[src/hdl/csr_settings.svh]
// Machine and user mode only, so supervisor, performance counter and extension CSRs do not exist
`ifndef CSR_SETTINGS_SVH
`define CSR_SETTINGS_SVH

`define CSR_XLEN 32

// Machine trap setup
`define CSR_MSTATUS_ADDR       12'h300
`define CSR_MISA_ADDR          12'h301
`define CSR_MIE_ADDR           12'h304
`define CSR_MTVEC_ADDR         12'h305
`define CSR_MCOUNTEREN_ADDR    12'h306
`define CSR_MSTATUSH_ADDR      12'h310
`define CSR_MCOUNTINHIBIT_ADDR 12'h320

// Machine trap handling
`define CSR_MSCRATCH_ADDR      12'h340
`define CSR_MEPC_ADDR          12'h341
`define CSR_MCAUSE_ADDR        12'h342
`define CSR_MTVAL_ADDR         12'h343
`define CSR_MIP_ADDR           12'h344

// Machine counters
`define CSR_MCYCLE_ADDR        12'hB00
`define CSR_MINSTRET_ADDR      12'hB02
`define CSR_MCYCLEH_ADDR       12'hB80
`define CSR_MINSTRETH_ADDR     12'hB82

// User read-only counter views
`define CSR_CYCLE_ADDR         12'hC00
`define CSR_TIME_ADDR          12'hC01
`define CSR_INSTRET_ADDR       12'hC02
`define CSR_CYCLEH_ADDR        12'hC80
`define CSR_TIMEH_ADDR         12'hC81
`define CSR_INSTRETH_ADDR      12'hC82

// Machine information
`define CSR_MVENDORID_ADDR     12'hF11
`define CSR_MARCHID_ADDR       12'hF12
`define CSR_MIMPID_ADDR        12'hF13
`define CSR_MHARTID_ADDR       12'hF14
`define CSR_MCONFIGPTR_ADDR    12'hF15

`define CSR_MSTATUS_MASK       32'h0022_1888  // mie, mpie, mpp, mprv, tw
`define CSR_INT_MASK           32'h0000_0888  // msi, mti, mei
`define CSR_MSTATUS_RESET      32'h0020_0000  // tw set, mpp in user mode
`define CSR_MCOUNTEREN_RESET   3'b111
`define CSR_MISA_VALUE         32'h4010_0100  // RV32 base with I and U
`define CSR_HART_ID            0

`endif

[src/hdl/csr_pkg.sv]
// Status layout holds only the M and U mode fields; sd, fs, vs, xs and supervisor bits read zero
`include "csr_settings.svh"

package csr_pkg;

  typedef enum logic [1:0] {
    U_MODE        = 2'd0,
    S_MODE        = 2'd1,
    RESERVED_MODE = 2'd2,
    M_MODE        = 2'd3
  } priv_level_t;

  typedef enum logic [1:0] {
    DIRECT   = 2'd0,
    VECTORED = 2'd1
  } vector_mode_t;

  // Bit 31 down to bit 0
  typedef struct packed {
    logic [9:0]  reserved_31_22;
    logic        tw;
    logic [2:0]  reserved_20_18;
    logic        mprv;
    logic [3:0]  reserved_16_13;
    priv_level_t mpp;
    logic [2:0]  reserved_10_8;
    logic        mpie;
    logic [2:0]  reserved_6_4;
    logic        mie;
    logic [2:0]  reserved_2_0;
  } mstatus_fields_t;

  // Same word seen raw or as mstatus fields
  typedef union packed {
    logic [`CSR_XLEN-1:0] raw;
    mstatus_fields_t      status;
  } csr_word_u;

endpackage

[src/hdl/csr_access.sv]
// Combinational only; csr_write, csr_set and csr_clear must be one-hot or all low
`timescale 1ns/100ps
`include "csr_settings.svh"

module csr_access import csr_pkg::*; (
  input  logic [11:0]          csr_addr,
  input  logic                 csr_write,
  input  logic                 csr_set,
  input  logic                 csr_clear,
  input  logic                 csr_read_only,
  input  logic                 valid_write,
  input  priv_level_t          curr_priv,
  input  logic [`CSR_XLEN-1:0] new_csr_val,
  input  logic [`CSR_XLEN-1:0] read_val,
  output csr_word_u            wr_val,
  output logic                 commit,
  output logic                 priv_fault
);

  logic csr_op;
  logic ro_violation;
  logic priv_violation;

  assign csr_op = csr_write | csr_set | csr_clear;

  // Top address bits 11 mark a read-only CSR
  assign ro_violation   = (csr_addr[11:10] == 2'b11) & ~csr_read_only;
  assign priv_violation = csr_addr[9:8] > curr_priv;  // Lowest privilege allowed
  assign priv_fault     = csr_op & (ro_violation | priv_violation);

  // Read-modify-write value
  always_comb begin
    if (csr_set) begin
      wr_val.raw = read_val | new_csr_val;
    end else if (csr_clear) begin
      wr_val.raw = read_val & ~new_csr_val;
    end else begin
      wr_val.raw = new_csr_val;  // Plain write
    end
  end

  // Faulting accesses never reach the registers
  assign commit = valid_write & csr_op & ~priv_fault;

endmodule

[src/hdl/csr_trap_regs.sv]
// Software writes are WARL legalized; an injection wins over a same-cycle write to its register
`timescale 1ns/100ps
`include "csr_settings.svh"

module csr_trap_regs import csr_pkg::*; (
  input  logic                 CLK,
  input  logic                 nRST,
  input  logic [11:0]          csr_addr,
  input  logic                 commit,
  input  csr_word_u            wr_val,
  input  logic                 inject_mstatus,
  input  logic                 inject_mepc,
  input  logic                 inject_mcause,
  input  logic                 inject_mtval,
  input  logic                 inject_mip,
  input  csr_word_u            next_mstatus,
  input  logic [`CSR_XLEN-1:0] next_mepc,
  input  logic [`CSR_XLEN-1:0] next_mcause,
  input  logic [`CSR_XLEN-1:0] next_mtval,
  input  logic [`CSR_XLEN-1:0] next_mip,
  output logic [`CSR_XLEN-1:0] curr_mstatus,
  output logic [`CSR_XLEN-1:0] curr_mtvec,
  output logic [`CSR_XLEN-1:0] curr_mie,
  output logic [`CSR_XLEN-1:0] curr_mip,
  output logic [`CSR_XLEN-1:0] curr_mepc,
  output logic [`CSR_XLEN-1:0] curr_mcause,
  output logic [`CSR_XLEN-1:0] mtval,
  output logic [`CSR_XLEN-1:0] mscratch,
  output logic [2:0]           mcounteren,
  output logic [2:0]           mcountinhibit
);

  mstatus_fields_t      mstatus_q, mstatus_d;
  logic [`CSR_XLEN-3:0] mtvec_base_q, mtvec_base_d;
  vector_mode_t         mtvec_mode_q, mtvec_mode_d;
  logic [`CSR_XLEN-1:0] mie_d, mip_d, mepc_d, mcause_d, mtval_d, mscratch_d;
  logic [2:0]           mcounteren_d, mcountinhibit_d;

  // Keep the field bits only and fold unsupported mpp values to user mode
  function automatic mstatus_fields_t legal_status(input csr_word_u w);
    mstatus_fields_t s;
    s = mstatus_fields_t'(w.raw & `CSR_MSTATUS_MASK);
    if (w.status.mpp == S_MODE || w.status.mpp == RESERVED_MODE) begin
      s.mpp = U_MODE;
    end
    return s;
  endfunction

  always_comb begin
    mstatus_d       = mstatus_q;
    mtvec_base_d    = mtvec_base_q;
    mtvec_mode_d    = mtvec_mode_q;
    mie_d           = curr_mie;
    mip_d           = curr_mip;
    mepc_d          = curr_mepc;
    mcause_d        = curr_mcause;
    mtval_d         = mtval;
    mscratch_d      = mscratch;
    mcounteren_d    = mcounteren;
    mcountinhibit_d = mcountinhibit;

    if (commit) begin
      case (csr_addr)
        `CSR_MSTATUS_ADDR:       mstatus_d = legal_status(wr_val);
        `CSR_MTVEC_ADDR: begin
          mtvec_base_d = wr_val.raw[`CSR_XLEN-1:2];
          // Modes 2 and 3 are reserved
          mtvec_mode_d = (wr_val.raw[1:0] > 2'b01) ? DIRECT : vector_mode_t'(wr_val.raw[1:0]);
        end
        `CSR_MIE_ADDR:           mie_d = wr_val.raw & `CSR_INT_MASK;
        `CSR_MIP_ADDR:           mip_d = wr_val.raw & `CSR_INT_MASK;
        `CSR_MSCRATCH_ADDR:      mscratch_d = wr_val.raw;
        `CSR_MEPC_ADDR:          mepc_d = wr_val.raw;
        `CSR_MCAUSE_ADDR:        mcause_d = wr_val.raw;
        `CSR_MTVAL_ADDR:         mtval_d = wr_val.raw;
        `CSR_MCOUNTEREN_ADDR:    mcounteren_d = wr_val.raw[2:0];  // cy, tm, ir
        `CSR_MCOUNTINHIBIT_ADDR: mcountinhibit_d = {wr_val.raw[2], 1'b0, wr_val.raw[0]};
        default: ;
      endcase
    end

    // Trap logic has the last word
    if (inject_mstatus) begin
      mstatus_d = legal_status(next_mstatus);
    end
    if (inject_mepc) begin
      mepc_d = next_mepc;
    end
    if (inject_mcause) begin
      mcause_d = next_mcause;
    end
    if (inject_mtval) begin
      mtval_d = next_mtval;
    end
    if (inject_mip) begin
      mip_d = next_mip;
    end
  end

  always_ff @(posedge CLK, negedge nRST) begin
    if (!nRST) begin
      mstatus_q     <= mstatus_fields_t'(`CSR_MSTATUS_RESET);
      mtvec_base_q  <= '0;
      mtvec_mode_q  <= DIRECT;
      curr_mie      <= '0;
      curr_mip      <= '0;
      curr_mepc     <= '0;
      curr_mcause   <= '0;
      mtval         <= '0;
      mscratch      <= '0;
      mcounteren    <= `CSR_MCOUNTEREN_RESET;
      mcountinhibit <= '0;
    end else begin
      mstatus_q     <= mstatus_d;
      mtvec_base_q  <= mtvec_base_d;
      mtvec_mode_q  <= mtvec_mode_d;
      curr_mie      <= mie_d;
      curr_mip      <= mip_d;
      curr_mepc     <= mepc_d;
      curr_mcause   <= mcause_d;
      mtval         <= mtval_d;
      mscratch      <= mscratch_d;
      mcounteren    <= mcounteren_d;
      mcountinhibit <= mcountinhibit_d;
    end
  end

  assign curr_mstatus = mstatus_q;
  assign curr_mtvec   = {mtvec_base_q, mtvec_mode_q};

endmodule

[src/hdl/csr_counters.sv]
// Counters wrap at 64 bits; a software load of one half replaces that cycle's increment
`timescale 1ns/100ps
`include "csr_settings.svh"

module csr_counters (
  input  logic                 CLK,
  input  logic                 nRST,
  input  logic [11:0]          csr_addr,
  input  logic                 commit,
  input  logic [`CSR_XLEN-1:0] wr_val,
  input  logic                 inst_ret,
  input  logic [2:0]           mcountinhibit,
  output logic [63:0]          mcycle_full,
  output logic [63:0]          minstret_full
);

  logic [63:0] mcycle_d;
  logic [63:0] minstret_d;

  // Shared by both counters
  function automatic logic [63:0] count_next(
    input logic [63:0]          cnt,
    input logic                 inc,
    input logic                 load_lo,
    input logic                 load_hi,
    input logic [`CSR_XLEN-1:0] val
  );
    logic [63:0] res;
    res = cnt + 64'(inc);
    if (load_lo) begin
      res = {cnt[63:32], val};
    end else if (load_hi) begin
      res = {val, cnt[31:0]};
    end
    return res;
  endfunction

  always_comb begin
    mcycle_d   = count_next(mcycle_full, ~mcountinhibit[0],
                            commit && (csr_addr == `CSR_MCYCLE_ADDR),
                            commit && (csr_addr == `CSR_MCYCLEH_ADDR), wr_val);
    minstret_d = count_next(minstret_full, ~mcountinhibit[2] & inst_ret,
                            commit && (csr_addr == `CSR_MINSTRET_ADDR),
                            commit && (csr_addr == `CSR_MINSTRETH_ADDR), wr_val);
  end

  always_ff @(posedge CLK, negedge nRST) begin
    if (!nRST) begin
      mcycle_full   <= '0;
      minstret_full <= '0;
    end else begin
      mcycle_full   <= mcycle_d;
      minstret_full <= minstret_d;
    end
  end

endmodule

[src/hdl/csr_read_mux.sv]
// Combinational read path; information CSRs are constants and time comes from the external mtime
`timescale 1ns/100ps
`include "csr_settings.svh"

module csr_read_mux import csr_pkg::*; #(
  parameter int HART_ID = `CSR_HART_ID
) (
  input  logic [11:0]          csr_addr,
  input  logic                 csr_write,
  input  logic                 csr_set,
  input  logic                 csr_clear,
  input  priv_level_t          curr_priv,
  input  logic [`CSR_XLEN-1:0] curr_mstatus,
  input  logic [`CSR_XLEN-1:0] curr_mtvec,
  input  logic [`CSR_XLEN-1:0] curr_mie,
  input  logic [`CSR_XLEN-1:0] curr_mip,
  input  logic [`CSR_XLEN-1:0] curr_mepc,
  input  logic [`CSR_XLEN-1:0] curr_mcause,
  input  logic [`CSR_XLEN-1:0] mtval,
  input  logic [`CSR_XLEN-1:0] mscratch,
  input  logic [2:0]           mcounteren,
  input  logic [2:0]           mcountinhibit,
  input  logic [63:0]          mcycle_full,
  input  logic [63:0]          minstret_full,
  input  logic [63:0]          mtime,
  output logic [`CSR_XLEN-1:0] read_val,
  output logic                 addr_fault
);

  logic                 csr_op;
  logic                 user_mode;
  logic                 cnt_denied;   // User counter hidden by mcounteren
  logic                 implemented;
  logic [`CSR_XLEN-1:0] raw_val;

  assign csr_op    = csr_write | csr_set | csr_clear;
  assign user_mode = (curr_priv == U_MODE);

  always_comb begin
    case (csr_addr)
      `CSR_CYCLE_ADDR, `CSR_CYCLEH_ADDR:     cnt_denied = user_mode & ~mcounteren[0];
      `CSR_TIME_ADDR, `CSR_TIMEH_ADDR:       cnt_denied = user_mode & ~mcounteren[1];
      `CSR_INSTRET_ADDR, `CSR_INSTRETH_ADDR: cnt_denied = user_mode & ~mcounteren[2];
      default:                               cnt_denied = 1'b0;
    endcase
  end

  always_comb begin
    raw_val     = '0;
    implemented = 1'b1;
    case (csr_addr)
      `CSR_MVENDORID_ADDR, `CSR_MARCHID_ADDR, `CSR_MIMPID_ADDR,
      `CSR_MCONFIGPTR_ADDR, `CSR_MSTATUSH_ADDR: raw_val = '0;  // Little endian, no IDs
      `CSR_MHARTID_ADDR:       raw_val = HART_ID;
      `CSR_MISA_ADDR:          raw_val = `CSR_MISA_VALUE;
      `CSR_MSTATUS_ADDR:       raw_val = curr_mstatus;
      `CSR_MTVEC_ADDR:         raw_val = curr_mtvec;
      `CSR_MIE_ADDR:           raw_val = curr_mie;
      `CSR_MIP_ADDR:           raw_val = curr_mip;
      `CSR_MSCRATCH_ADDR:      raw_val = mscratch;
      `CSR_MEPC_ADDR:          raw_val = curr_mepc;
      `CSR_MCAUSE_ADDR:        raw_val = curr_mcause;
      `CSR_MTVAL_ADDR:         raw_val = mtval;
      `CSR_MCOUNTEREN_ADDR:    raw_val = {{(`CSR_XLEN-3){1'b0}}, mcounteren};
      `CSR_MCOUNTINHIBIT_ADDR: raw_val = {{(`CSR_XLEN-3){1'b0}}, mcountinhibit};
      `CSR_MCYCLE_ADDR, `CSR_CYCLE_ADDR:       raw_val = mcycle_full[31:0];
      `CSR_MCYCLEH_ADDR, `CSR_CYCLEH_ADDR:     raw_val = mcycle_full[63:32];
      `CSR_MINSTRET_ADDR, `CSR_INSTRET_ADDR:   raw_val = minstret_full[31:0];
      `CSR_MINSTRETH_ADDR, `CSR_INSTRETH_ADDR: raw_val = minstret_full[63:32];
      `CSR_TIME_ADDR:          raw_val = mtime[31:0];
      `CSR_TIMEH_ADDR:         raw_val = mtime[63:32];
      default:                 implemented = 1'b0;
    endcase
  end

  assign read_val   = cnt_denied ? '0 : raw_val;
  assign addr_fault = csr_op & (~implemented | cnt_denied);

endmodule

[src/hdl/csr_file.sv]
// Machine-mode CSR file for an M and U mode RV32 core; reads and faults are same-cycle
`timescale 1ns/100ps
`include "csr_settings.svh"

module csr_file import csr_pkg::*; #(
  parameter int HART_ID = `CSR_HART_ID
) (
  input  logic                 CLK,
  input  logic                 nRST,
  input  logic [11:0]          csr_addr,
  input  logic                 csr_write,
  input  logic                 csr_set,
  input  logic                 csr_clear,
  input  logic                 csr_read_only,
  input  logic                 valid_write,
  input  logic [`CSR_XLEN-1:0] new_csr_val,
  input  priv_level_t          curr_priv,
  input  logic                 inst_ret,
  input  logic [63:0]          mtime,
  input  logic                 inject_mstatus,
  input  logic                 inject_mepc,
  input  logic                 inject_mcause,
  input  logic                 inject_mtval,
  input  logic                 inject_mip,
  input  csr_word_u            next_mstatus,
  input  logic [`CSR_XLEN-1:0] next_mepc,
  input  logic [`CSR_XLEN-1:0] next_mcause,
  input  logic [`CSR_XLEN-1:0] next_mtval,
  input  logic [`CSR_XLEN-1:0] next_mip,
  output logic [`CSR_XLEN-1:0] old_csr_val,
  output logic                 invalid_csr,
  output logic [`CSR_XLEN-1:0] curr_mstatus,
  output logic [`CSR_XLEN-1:0] curr_mtvec,
  output logic [`CSR_XLEN-1:0] curr_mie,
  output logic [`CSR_XLEN-1:0] curr_mip,
  output logic [`CSR_XLEN-1:0] curr_mepc,
  output logic [`CSR_XLEN-1:0] curr_mcause
);

  csr_word_u            wr_val;
  logic                 commit;
  logic                 priv_fault;
  logic                 addr_fault;
  logic [`CSR_XLEN-1:0] mtval;
  logic [`CSR_XLEN-1:0] mscratch;
  logic [2:0]           mcounteren;
  logic [2:0]           mcountinhibit;
  logic [63:0]          mcycle_full;
  logic [63:0]          minstret_full;

  assign invalid_csr = priv_fault | addr_fault;

  // Read value feeds back for set and clear
  csr_access u_access (
    .csr_addr     (csr_addr),
    .csr_write    (csr_write),
    .csr_set      (csr_set),
    .csr_clear    (csr_clear),
    .csr_read_only(csr_read_only),
    .valid_write  (valid_write),
    .curr_priv    (curr_priv),
    .new_csr_val  (new_csr_val),
    .read_val     (old_csr_val),
    .wr_val       (wr_val),
    .commit       (commit),
    .priv_fault   (priv_fault)
  );

  csr_trap_regs u_trap_regs (
    .CLK           (CLK),
    .nRST          (nRST),
    .csr_addr      (csr_addr),
    .commit        (commit),
    .wr_val        (wr_val),
    .inject_mstatus(inject_mstatus),
    .inject_mepc   (inject_mepc),
    .inject_mcause (inject_mcause),
    .inject_mtval  (inject_mtval),
    .inject_mip    (inject_mip),
    .next_mstatus  (next_mstatus),
    .next_mepc     (next_mepc),
    .next_mcause   (next_mcause),
    .next_mtval    (next_mtval),
    .next_mip      (next_mip),
    .curr_mstatus  (curr_mstatus),
    .curr_mtvec    (curr_mtvec),
    .curr_mie      (curr_mie),
    .curr_mip      (curr_mip),
    .curr_mepc     (curr_mepc),
    .curr_mcause   (curr_mcause),
    .mtval         (mtval),
    .mscratch      (mscratch),
    .mcounteren    (mcounteren),
    .mcountinhibit (mcountinhibit)
  );

  csr_counters u_counters (
    .CLK          (CLK),
    .nRST         (nRST),
    .csr_addr     (csr_addr),
    .commit       (commit),
    .wr_val       (wr_val.raw),
    .inst_ret     (inst_ret),
    .mcountinhibit(mcountinhibit),
    .mcycle_full  (mcycle_full),
    .minstret_full(minstret_full)
  );

  csr_read_mux #(
    .HART_ID(HART_ID)
  ) u_read_mux (
    .csr_addr     (csr_addr),
    .csr_write    (csr_write),
    .csr_set      (csr_set),
    .csr_clear    (csr_clear),
    .curr_priv    (curr_priv),
    .curr_mstatus (curr_mstatus),
    .curr_mtvec   (curr_mtvec),
    .curr_mie     (curr_mie),
    .curr_mip     (curr_mip),
    .curr_mepc    (curr_mepc),
    .curr_mcause  (curr_mcause),
    .mtval        (mtval),
    .mscratch     (mscratch),
    .mcounteren   (mcounteren),
    .mcountinhibit(mcountinhibit),
    .mcycle_full  (mcycle_full),
    .minstret_full(minstret_full),
    .mtime        (mtime),
    .read_val     (old_csr_val),
    .addr_fault   (addr_fault)
  );

endmodule

[config.mk]
export PLATFORM = sky130hd
export DESIGN_NAME = csr_file
export DESIGN_NICKNAME = d
export VERILOG_FILES = /design/src/hdl/csr_pkg.sv /design/src/hdl/csr_access.sv /design/src/hdl/csr_trap_regs.sv /design/src/hdl/csr_counters.sv /design/src/hdl/csr_read_mux.sv /design/src/hdl/csr_file.sv
export VERILOG_INCLUDE_DIRS = /design/src /design/src/hdl
export SDC_FILE = /design/constraint.sdc
export NUM_CORES = 1
export LEC_CHECK = 0
export BUFFER_PORTS_ARGS = -buffer_cell sky130_fd_sc_hd__buf_2
export CAP_MARGIN = 10
export CORE_ASPECT_RATIO = 0.8
export CORE_MARGIN = 1.5
export CORE_UTILIZATION = 35
export DETAILED_ROUTE_END_ITERATION = 8
export GPL_TIMING_DRIVEN = 1
export PLACE_DENSITY = 0.57
export SYNTH_ARGS = -nofsm -noshare
export SYNTH_HDL_FRONTEND = slang
export SYNTH_SLANG_ARGS = --single-unit
[constraint.sdc]
create_clock -name CLK -period 4.4 [get_ports CLK]
set_input_delay 1.32 -clock CLK [delete_from_list [all_inputs] [get_ports CLK]]
set_output_delay 1.32 -clock CLK [all_outputs]
set_load 0.03 [all_outputs]
# == Word level (Yosys, flattened, before mapping) ==
# Cells that the tools add are included.
# op_classes
addsub,2
order_cmp,2
eq_ne,34
mux,28
bitwise_logic,25
reduce_logical,35
# op_table
cell,count
two-way mux 32 bit,20
case mux 32 bit (17 select lines),1
== test 12 bit (second input constant),15
== test 12 x 10 -> 1 bit (second input constant),12
adder 64 x 1 -> 64 bit,2
two-way mux 64 bit,2
bitwise AND 32 bit,1
NOT 32 bit,1
OR 32 bit,1
OR reduction 27 bit,1
AND reduction 2 bit,10
nonzero test 2 bit,10
OR reduction 2 bit,7
bitwise AND 1 bit,9
NOT 1 bit,8
== test 2 bit (second input constant),3
two-way mux 2 bit,3
OR 1 bit,5
== test 2 x 1 -> 1 bit (second input constant),2
logical AND 1 bit,4
!= test 2 x 1 -> 1 bit (second input constant),2
case mux 1 bit (3 select lines),1
greater-than comparator 2 x 1 -> 1 bit (second input constant),1
greater-than comparator 2 bit,1
3 further kinds,4
# totals
reg_bits,360
in_bits,283

# == Longest topological paths before layout ==
# Gate-level depths: netlist of the first run.
# logic_depth
ltp_word,13
mapped_depth,12
ltp_nobuf,10

# == By module ==
# From an unflattened synthesis of the first run, not the netlist that was laid out.
# hier_totals
hier_cells,2563
hier_area_um2,22974.5
# by_module_without_submodules
mod,instances,cells_each,area_per_inst_um2,seq_area_each_um2
csr_trap_regs,1,800,9480.3,5134.9
csr_counters,1,1027,8353.0,3203.1
csr_read_mux,1,650,4408.0,0.0
csr_access,1,85,726.9,0.0
csr_file,1,1,6.3,0.0

# == Worst setup path before layout of the first run ==
# OpenSTA, ideal clock, no wires.
# synth_path
path_kind,input-to-output
start,input port csr_addr[0]
end,output port old_csr_val[28]
t_arrival_ns,3.333
slack_ns,-0.253
path_stages,7
path_buffers,3
path_cell_list,buf_2 or4b_1 clkbuf_2 a211oi_4 buf_4 a221oi_1 a31oi_1
# synth_between
elab_chain_cells,4
elab_cells_between_ends,31
# synth_lines
item,line,rtl
from (decl),csr_file.sv:10,"input logic [11:0] csr_addr,"
== test 12 bit (on tied branches),"csr_read_mux.sv:51, csr_read_mux.sv:40",
OR reduction 2 bit (on tied branches),n/a,
case mux 32 bit (17 select lines) or case mux 1 bit (3 select lines) (tied branches),"csr_read_mux.sv:51, csr_read_mux.sv:40",
two-way mux 32 bit *,csr_read_mux.sv:76,assign read_val = cnt_denied ? '0 : raw_val;
to (decl),csr_file.sv:30,"output logic [`CSR_XLEN-1:0] old_csr_val,"
# Mark *: on every way between the ends. The rest lies on a longest branch, timed or not.

# == Worst setup path after layout of the first run ==
# layout_path
start,input port csr_addr[5]
end,output port old_csr_val[26]
# Same word-level chain as after synthesis.

==> results of run 1 <==
[power by group]
group	switching, mW	total (mW)	internal (mW)
clock network	1.49	3.55	2.06
registers	0.312	3.56	3.24
logic	1.10	1.76	0.666
[critical path, stage by stage]
cell	delay [ns]
buf_8	0.13
buf_6	0.12
nor4b_4	0.33
buf_4	0.18
buf_12	0.15
buf_12	0.16
a22oi_1	0.13
nor2_1	0.23
a221oi_2	0.07
buf_4	0.16
a31oi_4	0.21
buf_6	0.17
[layer usage]
layer / track usage / wire length, um
met5: 0 / 0
met1: 0.5609 / 51730
met4: 0.1527 / 5579
met2: 0.5659 / 51980
met3: 0.09715 / 15480
[stage by stage]
| stage | setup slack (ns) | hold slack (ns) |
|---|---|---|
| after CTS | -0.3055 | 0.4798 |
| after floorplan | -0.1651 | 0.4428 |
| final | -0.3300 | 0.4808 |
| after global placement | -0.9037 | 0.4593 |
| after detailed placement | -0.8842 | 0.4674 |
| after global routing | -0.3342 | 0.4948 |
[area by class of cell]
type,count,area share
Multi-Input combinational cell,1740,0.4156
Sequential cell,333,0.2693
Timing Repair Buffer,915,0.2361
Clock buffer,56,0.03815
Tap cell,769,0.03108
Clock inverter,15,0.006103
Inverter,30,0.003638
[what timing repair did]
item                       4_1_cts  5_1_grt
cloned                           2        4
buffers inserted                52       47
resized for setup              281      126
setup endpoints to repair       33       33
pin swaps                       52       65
[worst paths after layout]
kind                                                     end  cells past startpoint                          from
max in group asynchronous        u_trap_regs.curr_mstatus[7]                      2                          nRST
worst min register to register       u_trap_regs.mscratch[0]                      2       u_trap_regs.mscratch[0]
min in group asynchronous       u_counters.minstret_full[55]                      1                          nRST
worst max-delay path                         old_csr_val[26]                     12                   csr_addr[5]
worst max register to register    u_counters.mcycle_full[39]                      9  u_trap_regs.mcountinhibit[0]
worst min-delay path                 u_trap_regs.mscratch[0]                      2       u_trap_regs.mscratch[0]
[logic make-up after synthesis]
group / share of synthesized area
buf+inv: 0.06601
mux: 0.04176
compound gates: 0.3026
other cells: 0.0001791
fa+ha+maj: 0.003584
simple gates: 0.1673
xor+xnor: 0.02049
flops: 0.3981
[flip-flops by register name, indices dropped and copies added (netlist names), 30 cells and up]
name,count
u_trap_regs.mscratch,32
u_trap_regs.curr_mepc,32
u_counters.mcycle_full,64
u_trap_regs.mtvec_base_q,30
u_trap_regs.curr_mip,32
u_trap_regs.curr_mcause,32
u_trap_regs.mtval,32
u_counters.minstret_full,64
[Yosys cell counts, types with 20 or more instances]
master	number
nand2_1	191
o21ai_0	262
nand3_1	68
mux2_2	34
nand4_1	42
inv_1	30
buf_2	67
a22oi_1	184
xor2_1	47
and3_1	29
dfrtp_1	329
clkbuf_1	102
a21oi_1	97
mux2i_1	39
a31oi_1	20
nor2_1	92
a22o_1	54
o211ai_1	27
nor4_1	28
nor3_1	50
buf_4	64
o22ai_1	37
==> summary.md, run 1 <==
| Metric | Value |
|---|---|
| Starting Density | 0.3573 |
| Violated checks | setup timing |
| Area grow syn2layout | 47.81% |
| Setup TNS | -7.256 ns |
| Worst relative slew slack | 0.3807 |
| Max IR drop VDD | 0.2394 mV |
| FF/Latch Area | 8338 um2 |
| IO buf count | 426 |
| Layout Cells excl Fill | 3858 |
| Cells after synthesis | 2294 |
| Hold Crit Class | register to register |
| Die area | 61330 um2 |
| CP endpoint kind | output pin |
| Yosys reg bits | 333 |
| Synthesized cell area | 20940 um2 |
| Worst-Skew Late Latency | 0.59 ns |
| Synth warn | 0 |
| Placed cell count | 3699 |
| Fin area | 30960 um2 |
| Vias/cell | 6.449 |
| CTS tree | yes |
| Final total power | 8.870 mW |
| Pwr dens | 286.5 nW/um2 |
| Vias in the first global route | 23390 |
| Reg2Reg Setup Slack | 1.14 ns |
| Drt drc | 0 |
| Most frequent cells in the layout | 380 x buf_2, 348 x buf_4, 329 x dfrtp_1 |
| Synth cell types | 104 |
| Starting DRT DRC Count | 3084 |
| Crit path kind | input pin to output pin |
| Setup Viol. Count Final | 33 |
| Via Count | 24880 |
| Num ports | 508 |
| Clock tree buffer depth | 3 |
| CTS Sinks | 333 |
| Fill count | 5452 |
| Layout Utilization | 0.5281 |
| Clock root buffer | clkbuf_16 |
| Die span in y | 221.8 um |
| Die X | 276.5 um |
| Routed WL per cell | 32.34 um |
| Cell area after placement | 26940 um2 |
| Routed Antenna Nets | 0 |
| Worst slew pin tran | 0.9205 ns |
| Worst-path maximum fanout | 14 |
| Most common cell after layout, fill and taps aside | buf_2 |
| ANT cells | 0 |
| Worst clock skew | 0.02231 ns |
| # rows | 79 |
| Max-Cap Viols | 0 |
| All-layer global routing usage | 0.3925 |
| Final Hold Viols | 0 |
| Hpwl dp | 94400 um |
| Post-synth top area cell | dfrtp_1 |
| CTS Hold Buffers Added | 0 |
| CTS H-tree lvls | 2 |
| Final Max Tran Viols | 0 |
| FFs w/ async S/R, synth | 1.000 |
| Register area share after synthesis | 0.3981 |
| GPL Wtd Cong | 1.026 |
| Initial DRT Pass Iterations | 9 |
| First-pass GRT wire length | 174600 um |
| Antenna violations before repair | 4 |
| Total gr overflow | 0 |
| Post-synth EDFFs | 0 |
| Core area | 58620 um2 |
| Synth top area share | 0.3931 |
| Synth area leaders | dfrtp_1 39%, a22oi_1 6.6%, o21ai_0 6.3%, nand2_1 3.4%, a21oi_1 2.3% |
| Clk slew on worst S/H paths | 0.06 ns |
| Critical Path AT | 3.41 ns |
| Worst setup SP type | input pin |
| Status | finished with violations |
| RSZ-0062 raised after global routing | true |
| Post-route setup slack | -0.3300 ns |
| Final critical-path required period | 4.730 ns |
| Post-synth top flop | dfrtp_1 |
| Fmax | 211.4 MHz |
| Final net count | 3349 |
| Number of buffers created by CTS | 40 |
| Period utilisation layout | 1.075 |
| Final wirelength | 124800 um |
| Pin count of the biggest net entering global routing | 92 |
| Synthesized area per cell | 9.130 um2 |
| Pleak | 13.47 nW |
| CP Data Required Time | 3.08 ns |
| Fraction of layout cells with a size suffix above 1 | 0.4105 |
| Multi-input logic area | 12870 um2 |
No activity file was read; power rests on OpenSTA's default activity.
==> inputs of run 2 (changes only) <==
- HOLD_SLACK_MARGIN: not set -> 0.06
- PLACE_DENSITY: 0.57 -> 0.59
- clock period: 4.4 -> 4.05 ns (I/O delays scaled with it)
==> summary.md, run 2 (synthesis results as in run 1) <==
| Metric | Value |
|---|---|
| IO buf count | 426 |
| Worst slew pin tran | 1.243 ns |
| Number of buffers created by CTS | 40 |
| Die span in y | 221.8 um |
| Pwr dens | 306.7 nW/um2 |
| Crit path kind | input pin to output pin |
| Sw frac | 0.3342 |
| Pleak | 13.38 nW |
| Max-Cap Viols | 0 |
| CP endpoint kind | output pin |
| CTS H-tree lvls | 2 |
| RSZ-0062 raised after global routing | true |
| Initial DRT Pass Iterations | 6 |
| Critical path's largest stage delay | 0.83 ns |
| Layout Utilization | 0.5230 |
| Max IR drop VDD | 0.2702 mV |
| Most frequent cells in the layout | 381 x buf_2, 369 x buf_4, 329 x dfrtp_1 |
| Vias/cell | 6.425 |
| Most common cell after layout, fill and taps aside | buf_2 |
| CTS Sinks | 333 |
| First-pass GRT wire length | 175300 um |
| Num ports | 508 |
| Via Count | 24800 |
| Register share of total power | 0.412 |
| Die area | 61330 um2 |
| Worst setup SP type | input pin |
| Final wirelength | 125500 um |
| Critical Path AT | 3.36 ns |
| # rows | 79 |
| Post-route setup slack | -0.5276 ns |
| Worst-path maximum fanout | 5 |
| GPL Wtd Cong | 1.015 |
| Delay-heaviest family, CP | compound AO/OA/AOI/OAI gates |
| Worst-Skew Late Latency | 0.61 ns |
| Period utilisation layout | 1.130 |
| Pin count of the biggest net entering global routing | 73 |
| CTS tree | yes |
| Critical-path top delay cell | a222oi_1 |
| Routed Antenna Nets | 0 |
| Clock root buffer | clkbuf_16 |
| CP Data Required Time | 2.83 ns |
| Final net count | 3346 |
| Vias in the first global route | 23230 |
| Starting Density | 0.3573 |
| Status | finished with violations |
| Final Max Tran Viols | 0 |
| CTS Hold Buffers Added | 0 |
| Post-Place Setup Slack | -0.8217 ns |
| Psw | 3.142 mW |
| Worst hold margin | 0.4807 ns |
| Clock network power share | 0.385 |
| Routed WL per cell | 32.53 um |
| Clk slew on worst S/H paths | 0.06 ns |
| Core area | 58620 um2 |
| Critical-path cell list | buf_4, nor4_4, buf_6, buf_4, and3_1, buf_6, a222oi_1, a31oi_4, buf_6 |
| Worst clock skew | 0.04885 ns |
| Internal | 6.260 mW |
| Final critical-path required period | 4.578 ns |
| Setup TNS | -12.80 ns |
| Registers with the most flip-flops | u_counters.mcycle_full: 64 flops, u_counters.minstret_full: 64 flops |
| Worst relative slew slack | 0.1707 |
| Most used cell, CP | buf_6 |
| Combinational share of power | 0.203 |
| Hold Crit Class | register to register |
| Area grow syn2layout | 46.36% |
| Buf+Inv Stages, Crit Path | 5 |
| Drt drc | 0 |
| Fmax | 218.5 MHz |
| Fraction of layout cells with a size suffix above 1 | 0.3989 |
| Antenna violations before repair | 7 |
| All-layer global routing usage | 0.3960 |
| Hpwl dp | 94780 um |
| Starting DRT DRC Count | 3547 |
| Setup Viol. Count Final | 33 |
| Violated checks | setup timing |
| Total gr overflow | 0 |
| Clock tree buffer depth | 3 |
| Die X | 276.5 um |
| Final Hold Viols | 0 |
run 2: worst paths after layout:
kind / startpoint / cells after the start / end / slack [ns]
worst max-delay path: csr_addr[6] / 9 / old_csr_val[4] / -0.53
worst min-delay path: u_trap_regs.mscratch[1] / 2 / u_trap_regs.mscratch[1] / 0.48
worst max register to register: u_counters.mcycle_full[0] / 8 / u_counters.mcycle_full[39] / 0.74
worst min register to register: u_trap_regs.mscratch[1] / 2 / u_trap_regs.mscratch[1] / 0.48
max in group asynchronous: nRST / 3 / u_trap_regs.curr_mip[9] / 2.41
min in group asynchronous: nRST / 1 / u_trap_regs.curr_mepc[6] / 0.60
run 2: power groups by stage:
stage / registers [mW] / clock network, mW / logic (mW)
after floorplan: 3.92 / 0 / 0.740
after global placement: 3.90 / 0 / 1.74
after detailed placement: 3.91 / 0 / 1.75
after CTS: 3.85 / 3.64 / 1.85
after global routing: 3.88 / 3.78 / 1.99
final: 3.87 / 3.62 / 1.91
run 2: layer usage:
| layer | GRT usage | vias to the layer above | wire (um) |
|---|---|---|---|
| met4 | 0.1333 | 0 | 5008 |
| met3 | 0.1134 | 276 | 15390 |
| li1 | - | 10300 | - |
| met1 | 0.5666 | 12540 | 53370 |
| met5 | 0 | - | 0 |
| met2 | 0.5673 | 1686 | 51760 |
run 2: worst reg2reg max path, delay by kind of cell (launching register included):
kind / cells / cell delay (ns)
DFF: 1 / 0.44
xor gates and xnor gates: 1 / 0.17
AOI/OAI and AO/OA: 1 / 0.15
and+or+nand+nor: 5 / 2.20
adders and majority gates: 1 / 0.27
run 2: repair_timing:
action | 4_1_cts | 5_1_grt
gates cloned | 6 | 0
hold endpoints to repair | 0 | 0
pin swaps | 60 | 28
gates resized for setup | 240 | 62
buffers inserted | 62 | 17
endpoints found under the setup margin | 33 | 33
run 2: cell type report:
class / instances / area [um2]
fill: 5441 / 27960
clock inverter: 10 / 101.3
clock buffer: 61 / 1170
timing repair buffer: 912 / 7258
tap: 769 / 962.2
antenna: 4 / 10.01
inverter: 30 / 116.4
multi-input combinational: 1740 / 12700
sequential: 333 / 8338
run 2: per-stage QoR:
step | area (um2) | cells | total power [mW]
after floorplan | 21670 | 2348 | 4.657
after global placement | 27360 | 3712 | 5.641
after detailed placement | 27360 | 3712 | 5.659
after CTS | 30300 | 3844 | 9.340
after global routing | 30650 | 3857 | 9.640
final | 30650 | 3859 | 9.403
